File: config.mk
export PLATFORM = sky130hd
export DESIGN_NAME = fetchCounter
export DESIGN_NICKNAME = d
export VERILOG_FILES = /design/src/design/memPkg.sv /design/src/design/fetchCounter.sv
export SDC_FILE = /design/constraint.sdc
export NUM_CORES = 1
export LEC_CHECK = 0
export BUFFER_PORTS_ARGS = -buffer_cell sky130_fd_sc_hd__clkbuf_2
export CORE_UTILIZATION = 49
export CTS_CLUSTER_SIZE = 16
export DETAILED_ROUTE_END_ITERATION = 6
export GPL_ROUTABILITY_DRIVEN = 1
export GPL_TIMING_DRIVEN = 1
export PLACE_DENSITY = 0.9
export REMOVE_ABC_BUFFERS = 1
export SYNTH_ARGS = -nofsm -noshare
export SYNTH_HDL_FRONTEND = slang
export SYNTH_SLANG_ARGS = --single-unit
export TNS_END_PERCENT = 1
File: constraint.sdc
create_clock -name clk -period 2.15 [get_ports clk]
set_clock_uncertainty 0.1 [all_clocks]
set_input_delay 0.215 -clock clk [delete_from_list [all_inputs] [get_ports clk]]
set_output_delay 0.215 -clock clk [all_outputs]
set_load 0.02 [all_outputs]
File: src/design/memPkg.sv
package memPkg;

   // word geometry
   localparam int DATA_W = 32;
   localparam int ADDR_W = 10;
   localparam int LANES = 4;
   localparam int BYTE_W = DATA_W / LANES;

   // words per lane array
   localparam int DEPTH = 1 << ADDR_W;

   // run length of a fetch, 0 stands for 256 words
   localparam int FETCH_LEN_W = 8;

   // full data word
   typedef logic [DATA_W-1:0] word_t;

   // word address, not byte address
   typedef logic [ADDR_W-1:0] addr_t;

   // bit n enables byte n of the word
   typedef logic [LANES-1:0] strb_t;

   // one lane of a word
   typedef logic [BYTE_W-1:0] byte_t;

   // words left in a fetch run
   typedef logic [FETCH_LEN_W-1:0] fetchLen_t;

   // fetch sequencer states
   typedef enum logic [1:0] {
      IDLE,
      READ,
      PRESENT
   } fetchState_t;

endpackage

File: src/design/fetchCounter.sv
`timescale 1ns/1ps

module fetchCounter (
   input  logic              clk,
   input  logic              rst,

   // control from the sequencer
   input  logic              i_load,
   input  logic              i_step,

   // run parameters taken on load
   input  memPkg::addr_t     i_startAddr,
   input  memPkg::fetchLen_t i_len,

   // current word and end of run
   output memPkg::addr_t     o_addr,
   output logic              o_last
);

   import memPkg::*;

   fetchLen_t remaining;

   // address wraps at the top of memory by its own width
   always_ff @(posedge clk or posedge rst) begin
      if (rst) begin
         o_addr <= '0;
      end else if (i_load) begin
         o_addr <= i_startAddr;
      end else if (i_step) begin
         o_addr <= o_addr + addr_t'(1);
      end
   end

   // a zero length wraps through 255 down to 1, giving 256 words
   always_ff @(posedge clk or posedge rst) begin
      if (rst) begin
         remaining <= '0;
      end else if (i_load) begin
         remaining <= i_len;
      end else if (i_step) begin
         remaining <= remaining - fetchLen_t'(1);
      end
   end

   // exactly one word left
   assign o_last = (remaining == fetchLen_t'(1));

endmodule

Word level (Yosys, flattened, before mapping)
Cells that the tools add are included.
{"block": "totals", "n_memories": 0, "word_cells": 10, "mem_bits_rw": 0, "rom_bits": 0, "ff_bits": 18, "latchBits": 0}
{"block": "op_classes", "n_reduce_logical": 1, "shift": 0, "bitwise_logic": 0, "div": 0, "addsub": 2, "eq_ne": 1, "mul": 0, "n_lt_le_gt_ge": 0, "muxes": 4}
{"cell": "$mux 10", "n": 2}
{"cell": "$mux 8", "n": 2}
{"cell": "$add 10x1->10 const B", "n": 1}
{"cell": "$eq 8x1->1 const B", "n": 1}
{"cell": "$sub 8x1->8 const B", "n": 1}
{"cell": "$reduce_bool 2->1", "n": 1}

Longest topological paths before layout
{"block": "logic_depth", "ltp_word": 3, "depth_mapped": 5}

Least setup slack after synthesis
No wires, ideal clock.
{"block": "synth_timing", "kind": "register -> output", "from": "register remaining[2]", "to": "output port o_last", "required_time_ps": 1835, "path_stages_with_launch": 3, "setup_slack_ps": 129, "arrival_ps": 1706, "path_buffers": 0, "path_cell_list": "dfrtp_1 > or4_4 > nor4b_1"}
{"block": "synth_via", "elab_chain_cells": 1}
{"item": "from (decl)", "line_no": "fetchCounter.sv:22", "source": "fetchLen_t remaining;"}
{"item": "from (signal assigned)", "line_no": "fetchCounter.sv:40", "source": "remaining <= i_len;"}
{"item": "from (signal assigned)", "line_no": "fetchCounter.sv:42", "source": "remaining <= remaining - fetchLen_t'(1);"}
{"item": "$eq 8x1->1", "line_no": "fetchCounter.sv:47", "source": "assign o_last = (remaining == fetchLen_t'(1));"}
{"item": "to (decl)", "line_no": "fetchCounter.sv:17", "source": "output logic o_last"}
Every way passes these cells.

Final worst setup path
Same ends and word-level chain as after synthesis.

==> impl_metrics.csv <==
group,metric,value,unit
status,outcome,"finished, final reports clean",
final_layout,final_area,1240,um^2
synth,synth_cell_types,22,
grt,grt_pass1_wl,3.50,mm
sta,grt_setup_unrepaired,"no",
power,vdd_drop_max,0.422,mV
setup_path,reg2reg_to,"remaining[7]",
synth,yosysWarnings,0,
die,coreArea,1820,um^2
routing,ant_nets,0,
die,io_pins,33,
setup_path,r2r-start,"remaining[0]",
synth,synth_top_flop_cell,"dfrtp_1",
final_layout,n_fill_cell,147,
synth,avgSynthCellArea,9.15,um^2
synth,synth_top_family_by_area,"simple AND/OR/NAND/NOR gates",
sta,fmaxAchievable,484,MHz
clocking,cts.sinks,18,
clocking,clock_latency,0.30,ns
synth,synth_xor_area_share,6.15,%
synth,synth_edf_count,0,
sta,holdWs,0.00824,ns
clocking,ctsHtreeMaxLevel,1,
grt,grt_max_degree,28,
clocking,cts_max_path_buffers,2,
synth,synth_seq_cells,18,
die,die_width,47.1,um
placement,io_buffer_count,32,
synth,syn_area,997,um^2
setup_path,crit_required,1.84,ns
setup_path,cp-endpoint,"o_last",
synth,ys_seq_area_share,45.2,%
synth,yosysTopAreaCell,"dfrtp_1",
synth,synth_compound_area_share,14.7,%
clocking,cts_root_buf,"clkbuf_4",
sta,worst_slack,0.0857,ns
grt,grt_usage,23.0,%
routing,first_iter_violations,30,
setup_path,worst_ep_arrival_time,1.75,ns
final_layout,utilization,68.2,%
placement,dpl_cell_area,1180,um^2
synth,synthTopCellsByCount,"18 x dfrtp_1, 17 x nand2_1, 11 x o21ai_0",
hold_path,hold_path.class,"in -> reg",
clocking,cts_tree,"done",
routing,post_drt_via_cell_ratio,5.60,
power,power_density,665,nW/um^2
grt,antenna_found_initial,0,
sta,tightest_slew,0.667,ns
placement,gp_congestion,0.775,
setup_path,worstSetupStartpointType,"register",
die,initial_core_util,54.8,%
grt,grt_pass1_vias,856,
routing,dr.pass1.iters,4,
job,maxCapViolations,0,
power,power_leakage,0.568,nW
sta,finalSetupViolCount,0,
routing,post_drt_wl_per_cell,13.2,um
final_layout,multi_input_area,509,um^2
placement,place_worst_setup_slack,0.366,ns
synth,synthMuxAreaShare,1.00,%
die,rows,15,
setup_path,cp-startpoint,"remaining[2]",
die,dieHeight,47.1,um
sta,finalHoldViolCount,0,
setup_path,r2r_cells,3,
setup_path,worst-path-max-fanout,5,
grt,gr-total-overflow,0,
synth,synth_top_cell_area_share,45.2,%
final_layout,regArea,452,um^2
synth,async_flop_share,100,%
sta,fin_crit,2.06,ns
setup_path,crit_type,"reg -> out",
synth,syn-instance-count,109,
sta,relSlewSlack,55.5,%
synth,yosys-top-cells-area,"dfrtp_1 45%, nand2_1 6.4%, or4_1 6.0%, o21ai_0 5.5%, ha_1 3.8%",
clocking,clkTransAtPathRegs,0.11,ns
final_layout,syn_to_final_growth,24.6,%
final_layout,nets,170,
synth,synth.most_common_cell,"dfrtp_1",
sta,maxSlewViolCount,0,
final_layout,drive_gt1_share,29.9,%
synth,yosys.area_share.simple,25.5,%
routing,vias,947,
routing,drt-total-wl,2.23,mm
die,die-area,2220,um^2
clocking,numCtsBuffers,3,
routing,drc,0,
setup_path,rrSetupSlack,0.39,ns
synth,synthAdderAreaFrac,3.76,%
sta,tns,0,ns
sta,period_share,96.0,%
setup_path,end_kind,"output port",
final_layout,antenna_cells,0,
[sequential cells by signal (all words and copies together), names as in the netlist]
signal / cells
o_addr: 10
remaining: 8
[worst min-delay path by stage]
stage | start | endpoint | cells past startpoint
global route | i_startAddr[6] | o_addr[6] | 3
floorplan | rst | o_addr[0] | 1
global placement | rst | remaining[1] | 2
CTS | i_len[5] | remaining[5] | 3
detailed placement | rst | remaining[1] | 2
finish | i_len[0] | remaining[0] | 3
[layout make-up]
type | instances | area share [%]
Clock buffer | 4 | 2.92
Timing Repair Buffer | 36 | 15.7
Multi-Input combinational cell | 81 | 41.0
Tap cell | 25 | 2.52
Inverter | 5 | 1.51
Sequential cell | 18 | 36.4
[per-stage QoR]
stage	total power, W	std cells
after CTS	0.000827	168
final	0.000826	169
after global routing	0.000866	169
after floorplan	0.000528	104
after detailed placement	0.000605	162
after global placement	0.000595	162
[per-layer routing]
metal,global-route usage (%),up-vias,share of wire [%]
li1,-,468,-
met1,27.4,444,43
met2,39.2,30,50
met3,3.08,5,5.0
met4,14.3,0,1.9
met5,0,-,0
[cell usage in the layout, fill, tap and decap left out, drive strengths merged]
| master | count |
|---|---|
| clkbuf | 35 |
| dfrtp | 18 |
| nand2 | 17 |
| o21ai | 11 |
| or4 | 9 |
| nand3 | 6 |
| inv | 5 |
| nor2 | 5 |
| a31oi | 5 |
| nand4 | 4 |
| o31ai | 4 |
| xor2 | 4 |
| o211ai | 4 |
| xnor2 | 3 |
| ha | 3 |
| buf | 3 |
| or3 | 2 |
| dlygate4sd3 | 2 |
| or3b | 1 |
| and4bb | 1 |
| nor4b | 1 |
| mux2i | 1 |
[worst max-delay path: stages, from the launching register on]
cell	delay, ns
dfrtp_2	0.43
or4_4	0.56
nor4b_1	0.24
buf_2	0.21
[report_power, final]
part	total (W)	switching (W)	internal [W]
sequential	0.000422	0.0000463	0.000376
combinational	0.000187	0.000107	0.0000808
clock	0.000216	0.000113	0.000104
[cells by family (layout without fill, tap and decap cells)]
family,Yosys count,after routing
AOI/OAI and AO/OA,24,24
DFF,18,18
muxes,1,1
xor gates and xnor gates,7,7
buffers and inverters,10,45
and+or+nand+nor,46,46
adders and majority gates,3,3
[repair_timing]
action,CTS,global route
hold endpoints to repair,19,0
hold buffers,2,0
resized for setup,0,2
buffers inserted,0,1
setup endpoints to repair,0,1
No activity file was read; power rests on OpenSTA's default activity.
