==> config.mk <==
export PLATFORM = sky130hd
export DESIGN_NAME = fetchCtrl
export DESIGN_NICKNAME = d
export VERILOG_FILES = /design/src/design/memPkg.sv /design/src/design/fetchCtrl.sv
export SDC_FILE = /design/constraint.sdc
export NUM_CORES = 1
export LEC_CHECK = 0
export BUFFER_PORTS_ARGS = -buffer_cell sky130_fd_sc_hd__buf_4
export CELL_PAD_IN_SITES_DETAIL_PLACEMENT = 1
export CELL_PAD_IN_SITES_GLOBAL_PLACEMENT = 1
export CORE_AREA = 2 2 39 41
export DETAILED_ROUTE_END_ITERATION = 8
export DIE_AREA = 0 0 41 43
export HOLD_SLACK_MARGIN = 0.08
export PLACE_DENSITY = 0.47
export SYNTH_ARGS = -nofsm -noshare
export SYNTH_HDL_FRONTEND = slang
export SYNTH_SLANG_ARGS = --single-unit
==> constraint.sdc <==
create_clock -name clk -period 1.3 [get_ports clk]
set_clock_uncertainty 0.1 [all_clocks]
set_input_delay 0.26 -clock clk [delete_from_list [all_inputs] [get_ports clk]]
set_output_delay 0.26 -clock clk [all_outputs]
set_load 0.1 [all_outputs]
==> src/design/memPkg.sv <==
package memPkg;

   // word geometry
   localparam int DATA_W = 32;
   localparam int ADDR_W = 10;
   localparam int LANES = 4;
   localparam int BYTE_W = DATA_W / LANES;

   // words per lane array
   localparam int DEPTH = 1 << ADDR_W;

   // run length of a fetch, 0 stands for 256 words
   localparam int FETCH_LEN_W = 8;

   // full data word
   typedef logic [DATA_W-1:0] word_t;

   // word address, not byte address
   typedef logic [ADDR_W-1:0] addr_t;

   // bit n enables byte n of the word
   typedef logic [LANES-1:0] strb_t;

   // one lane of a word
   typedef logic [BYTE_W-1:0] byte_t;

   // words left in a fetch run
   typedef logic [FETCH_LEN_W-1:0] fetchLen_t;

   // fetch sequencer states
   typedef enum logic [1:0] {
      IDLE,
      READ,
      PRESENT
   } fetchState_t;

endpackage

==> src/design/fetchCtrl.sv <==
`timescale 1ns/1ps

module fetchCtrl (
   input  logic clk,
   input  logic rst,

   // run request and consumer handshake
   input  logic i_fetchStart,
   input  logic i_fetchReady,

   // from the counter
   input  logic i_last,

   // counter and RAM control
   output logic o_load,
   output logic o_step,
   output logic o_instrEn,

   // stream status
   output logic o_fetchValid,
   output logic o_fetchLast,
   output logic o_fetchBusy
);

   import memPkg::*;

   fetchState_t state;
   fetchState_t nextState;
   logic        accept;

   // word taken by the consumer this cycle
   assign accept = o_fetchValid && i_fetchReady;

   always_comb begin
      nextState = state;
      case (state)
         IDLE: begin
            if (i_fetchStart) begin
               nextState = READ;
            end
         end
         READ: begin
            nextState = PRESENT;
         end
         PRESENT: begin
            if (accept) begin
               nextState = i_last ? IDLE : READ;
            end
         end
         default: begin
            nextState = IDLE;
         end
      endcase
   end

   always_ff @(posedge clk or posedge rst) begin
      if (rst) begin
         state <= IDLE;
      end else begin
         state <= nextState;
      end
   end

   // start is only taken while idle
   assign o_load = (state == IDLE) && i_fetchStart;

   // one read per word, data held by the RAM afterwards
   assign o_instrEn = (state == READ);

   // advance only when another word follows
   assign o_step = (state == PRESENT) && accept && !i_last;

   assign o_fetchBusy = (state != IDLE);

   // valid and last held steady until accepted
   always_ff @(posedge clk or posedge rst) begin
      if (rst) begin
         o_fetchValid <= 1'b0;
         o_fetchLast <= 1'b0;
      end else if (state == READ) begin
         o_fetchValid <= 1'b1;
         o_fetchLast <= i_last;
      end else if (accept) begin
         o_fetchValid <= 1'b0;
         o_fetchLast <= 1'b0;
      end
   end

endmodule

Word-level counts from Yosys, hierarchy flattened --
Index checks and enable logic that the tools add are counted.
Word-level totals: flip-flop bits (word level) 4, output and inout bits 6, word-level logic and storage cells 23, input bits 5
Operators by class: eq/ne operators 4, muxes and demuxes 7, reductions and logical operators 9
Operator list (number):
- $pmux 2 s3 | 1
- $logic_and 1x1->1 | 4
- $mux 1 | 4
- $mux 2 | 2
- $ne 2x2->1 const B | 2
- $reduce_bool 2->1 | 2
- $eq 2x1->1 const B | 1
- $eq 2x2->1 const B | 1
- $logic_not 2->1 | 1
- $reduce_and 2->1 | 1
- $logic_not 1->1 | 1

Longest topological paths before layout --
depth in word-level cells 3, depth in mapped cells 2, gate-level depth less buffers 2

Worst setup path after synthesis --
No wires, ideal clock.
path type reg-to-output, start reg o_fetchValid, end out o_step, required time 940 ps, buffers on the path 0, slack -2438 ps, data arrival time 3378 ps, cell stages (with the launch flop) 3, cell sequence dfrtp_1 > and2_1 > nor3b_1
Between the ends: longest elaborated chain between the ends 3
Ends and longest elaborated chain:
- from (decl) | RTL line fetchCtrl.sv:20 | output logic o_fetchValid,
- from (signal assigned) | RTL line fetchCtrl.sv:78 | o_fetchValid <= 1'b0;
- from (signal assigned) | RTL line fetchCtrl.sv:81 | o_fetchValid <= 1'b1;
- from (signal assigned) | RTL line fetchCtrl.sv:84 | o_fetchValid <= 1'b0;
- $logic_and 1x1->1 | RTL line fetchCtrl.sv:32 | assign accept = o_fetchValid && i_fetchReady;
- $logic_and 1x1->1 (2 in series) | RTL line fetchCtrl.sv:71 | assign o_step = (state == PRESENT) && accept && !i_last;
- to (decl) | RTL line fetchCtrl.sv:16 | output logic o_step,
Every way passes these cells.

Worst setup path in the final report --
start reg state[1], end out o_load
Between the ends: longest elaborated chain between the ends 2
Ends and longest elaborated chain:
- from (decl) | RTL line fetchCtrl.sv:27 | fetchState_t state;
- from (signal assigned) | RTL line fetchCtrl.sv:60 | state <= nextState;
- $logic_not 2->1 | RTL line fetchCtrl.sv:65 | assign o_load = (state == IDLE) && i_fetchStart;
- $logic_and 1x1->1 | RTL line fetchCtrl.sv:65
- to (decl) | RTL line fetchCtrl.sv:15 | output logic o_load,
Every way passes these cells.

==> reports/qor.yml <==
sta:
  fin_crit_ps: 1579
  rsz0062_at_grt: "yes"
  fin_setup_tns_ps: -1008
  hold_violations: 0
  setup_viol: 5
  finalCritPeriodShare: 1.214
  slew_headroom: 0.8155
  fmax_mhz: 633.4
  slew_violations: 0
  tightest_slew_ps: 279.0
  fin_ws_ps: -278.8
finish:
  syn2layout_area_growth_pct: 124.3
  layout.nets: 48
  n_antenna_cell: 0
  drive_gt1_frac: 0.7143
  stdcell_area_sq_um: 474.2
floorplanning:
  ioPinCount: 11
  num_rows: 14
  core-area_sq_um: 1384
  initial_core_util: 0.1528
  dieArea_sq_um: 1763
  die-width_microns: 41
  chipHeight_microns: 43
setup_path:
  cp_max_fo: 5
  crit_chain: "or2_4, nor2_4, buf_12"
  r2r_setup_slack_ps: 60
  start_kind: "flop"
  cp.required_ps: 940
  worstRegToRegCells: 4
  cpMaxStageDelayCell: "dfrtp_2"
  crit_arrival_ps: 1220
  regToRegEndpoint: "o_fetchLast"
  crit_type: "reg -> out"
  endpoint_kind: "output port"
  slowest_delay_ps: 440
  regToRegStartpoint: "state[0]"
logic_synthesis:
  synth-xor-area-share: 0
  syn_area_sq_um: 211.5
  ys_ff_latch: 4
  yosysTopAreaCell: "dfrtp_1"
  synth_fa_ha_area_frac: 0
  synth_flop_cell: "dfrtp_1"
  synth_top_family_by_area: "simple AND/OR/NAND/NOR gates"
  synthTopCellsByCount: "4 x dfrtp_1, 4 x inv_1, 2 x nand2b_1, 2 x o21ai_0"
  synth_edf_count: 0
  yosys.area.top_type_share: 0.4734
  synthMuxAreaShare: 0.07101
  synthTopCellsByArea: "dfrtp_1 47%, inv_1 7.1%, mux2_4 7.1%, nand2b_4 6.5%, nand2b_1 5.9%"
  yosysWarnings: 0
  yosysSeqAreaShare: 0.4734
  avgSynthCellArea_sq_um: 10.07
  netlist_instances: 21
  yosys.area_share.simple: 0.2781
  synth_cell_types: 13
  syn_nets: 26
  postSynth.asyncResetShare: 1.000
  synth-compound-area-share: 0.1065
grt:
  antenna_found_initial: 0
  grt_use_met3: 0.03141
  grt-ovfl-total: 0
  grt_max_degree: 6
  grt_first_pass_wirelength_microns: 1000
  busiest_layer: "met2"
  grt_pass1_vias: 254
  met1_usage: 0.09772
  grt_util_met2: 0.1281
  gr-usage-all-layers: 0.09577
placed_design:
  place_congestion: 0.6383
  dpl_worst_slack_ps: -134.4
  port_buffers: 10
  postPlaceCellArea_sq_um: 374.1
  hpwl_microns: 413.9
clock_network:
  cts_max_level: 1
  numCtsBuffers: 3
  insertion_delay_ps: 240
  cts_tree: "done"
  cts_root_buffer: "clkbuf_4"
  clock-sinks: 4
  path_clk_slew_ps: 40
  cts.path.max_buffers: 2
flow_run:
  cap_violations: 0
hold_path:
  hp-start: "i_last"
  holdPathEnd: "o_fetchLast"
  hp-class: "in -> reg"
  min_path_cells: 2
outcome:
  status: "finished, violations left"
  violations: "setup timing"
routing:
  finalWirelength_microns: 616
  wl_per_cell_microns: 10.62
  first_iter_violations: 0
  antenna_left: 0
  post-route-drc-count: 0
  dr.pass1.iters: 1
  vias: 221
  avgViaCountPerCell: 3.810
-- cell usage in the layout (no fill, tap or decap), types with 2 or more instances in the layout --
cell,Yosys,routed
clkbuf_4,0,3
inv_1,4,3
buf_4,0,11
nand2b_4,1,2
dfrtp_2,0,2
buf_12,0,3
buf_6,0,2
o21ai_0,2,2
-- worst max-delay path by stage --
| stage | from | to | slack (ps) | depth (start not counted) |
|---|---|---|---|---|
| 6_report | state[1] | o_load | -280 | 3 |
| 5_1_grt | state[0] | o_step | -310 | 3 |
| 4_1_cts | state[1] | o_load | -280 | 3 |
| 3_5_place_dp | state[0] | o_step | -130 | 3 |
| 3_3_place_gp | state[0] | o_step | -130 | 3 |
| 2_1_floorplan | o_fetchValid | o_step | -700 | 2 |
-- state kept, by name, summed over array words and instances (netlist names) --
signal	count
o_fetchValid	1
state	2
o_fetchLast	1
-- metal layers --
metal  vias up  wire length (microns)
li1        110                      -
met1       103                    243
met2         8                    341
met3         0                     31
met4         0                      0
met5         -                      0
-- per-stage QoR --
step / std cells / hold slack, ps / utilization
final: 58 / 197.9 / 0.3427
after global routing: 58 / 193.1 / 0.3427
after CTS: 57 / 187.0 / 0.3373
after detailed placement: 52 / 56.92 / 0.2703
after global placement: 52 / 56.56 / 0.2703
after floorplan: 21 / -73.97 / -
-- final cells by class --
cell class	count	area (sq um)
Clock buffer	4	26.28
Fill cell	158	909.6
Inverter	4	18.77
Multi-Input combinational cell	13	127.6
Sequential cell	4	106.4
Tap cell	16	20.02
Timing Repair Buffer	17	175.2
-- cells by family (layout without fill, tap and decap cells) --
family	count (synthesis)	after routing
AOI/OAI and AO/OA	4	4
and+or+nand+nor	8	8
DFF	4	4
buffers and inverters	4	25
muxes	1	1
-- worst max-delay path, delay by kind of cell (launching register included) --
kind / cells / cell delay (ps)
DFF: 1 / 440
buffers and inverters: 1 / 180
and+or+nand+nor: 2 / 370
-- timing repair --
item,in CTS,in global routing
buffers inserted,0,1
gates resized for setup,14,0
endpoints found under the hold margin,4,0
pin swaps,3,1
hold buffers,1,0
setup endpoints to repair,5,5
Power is left out: the tool's default activity adds up to more than one toggle a clock period on the data nets, which glitch-free logic cannot reach.
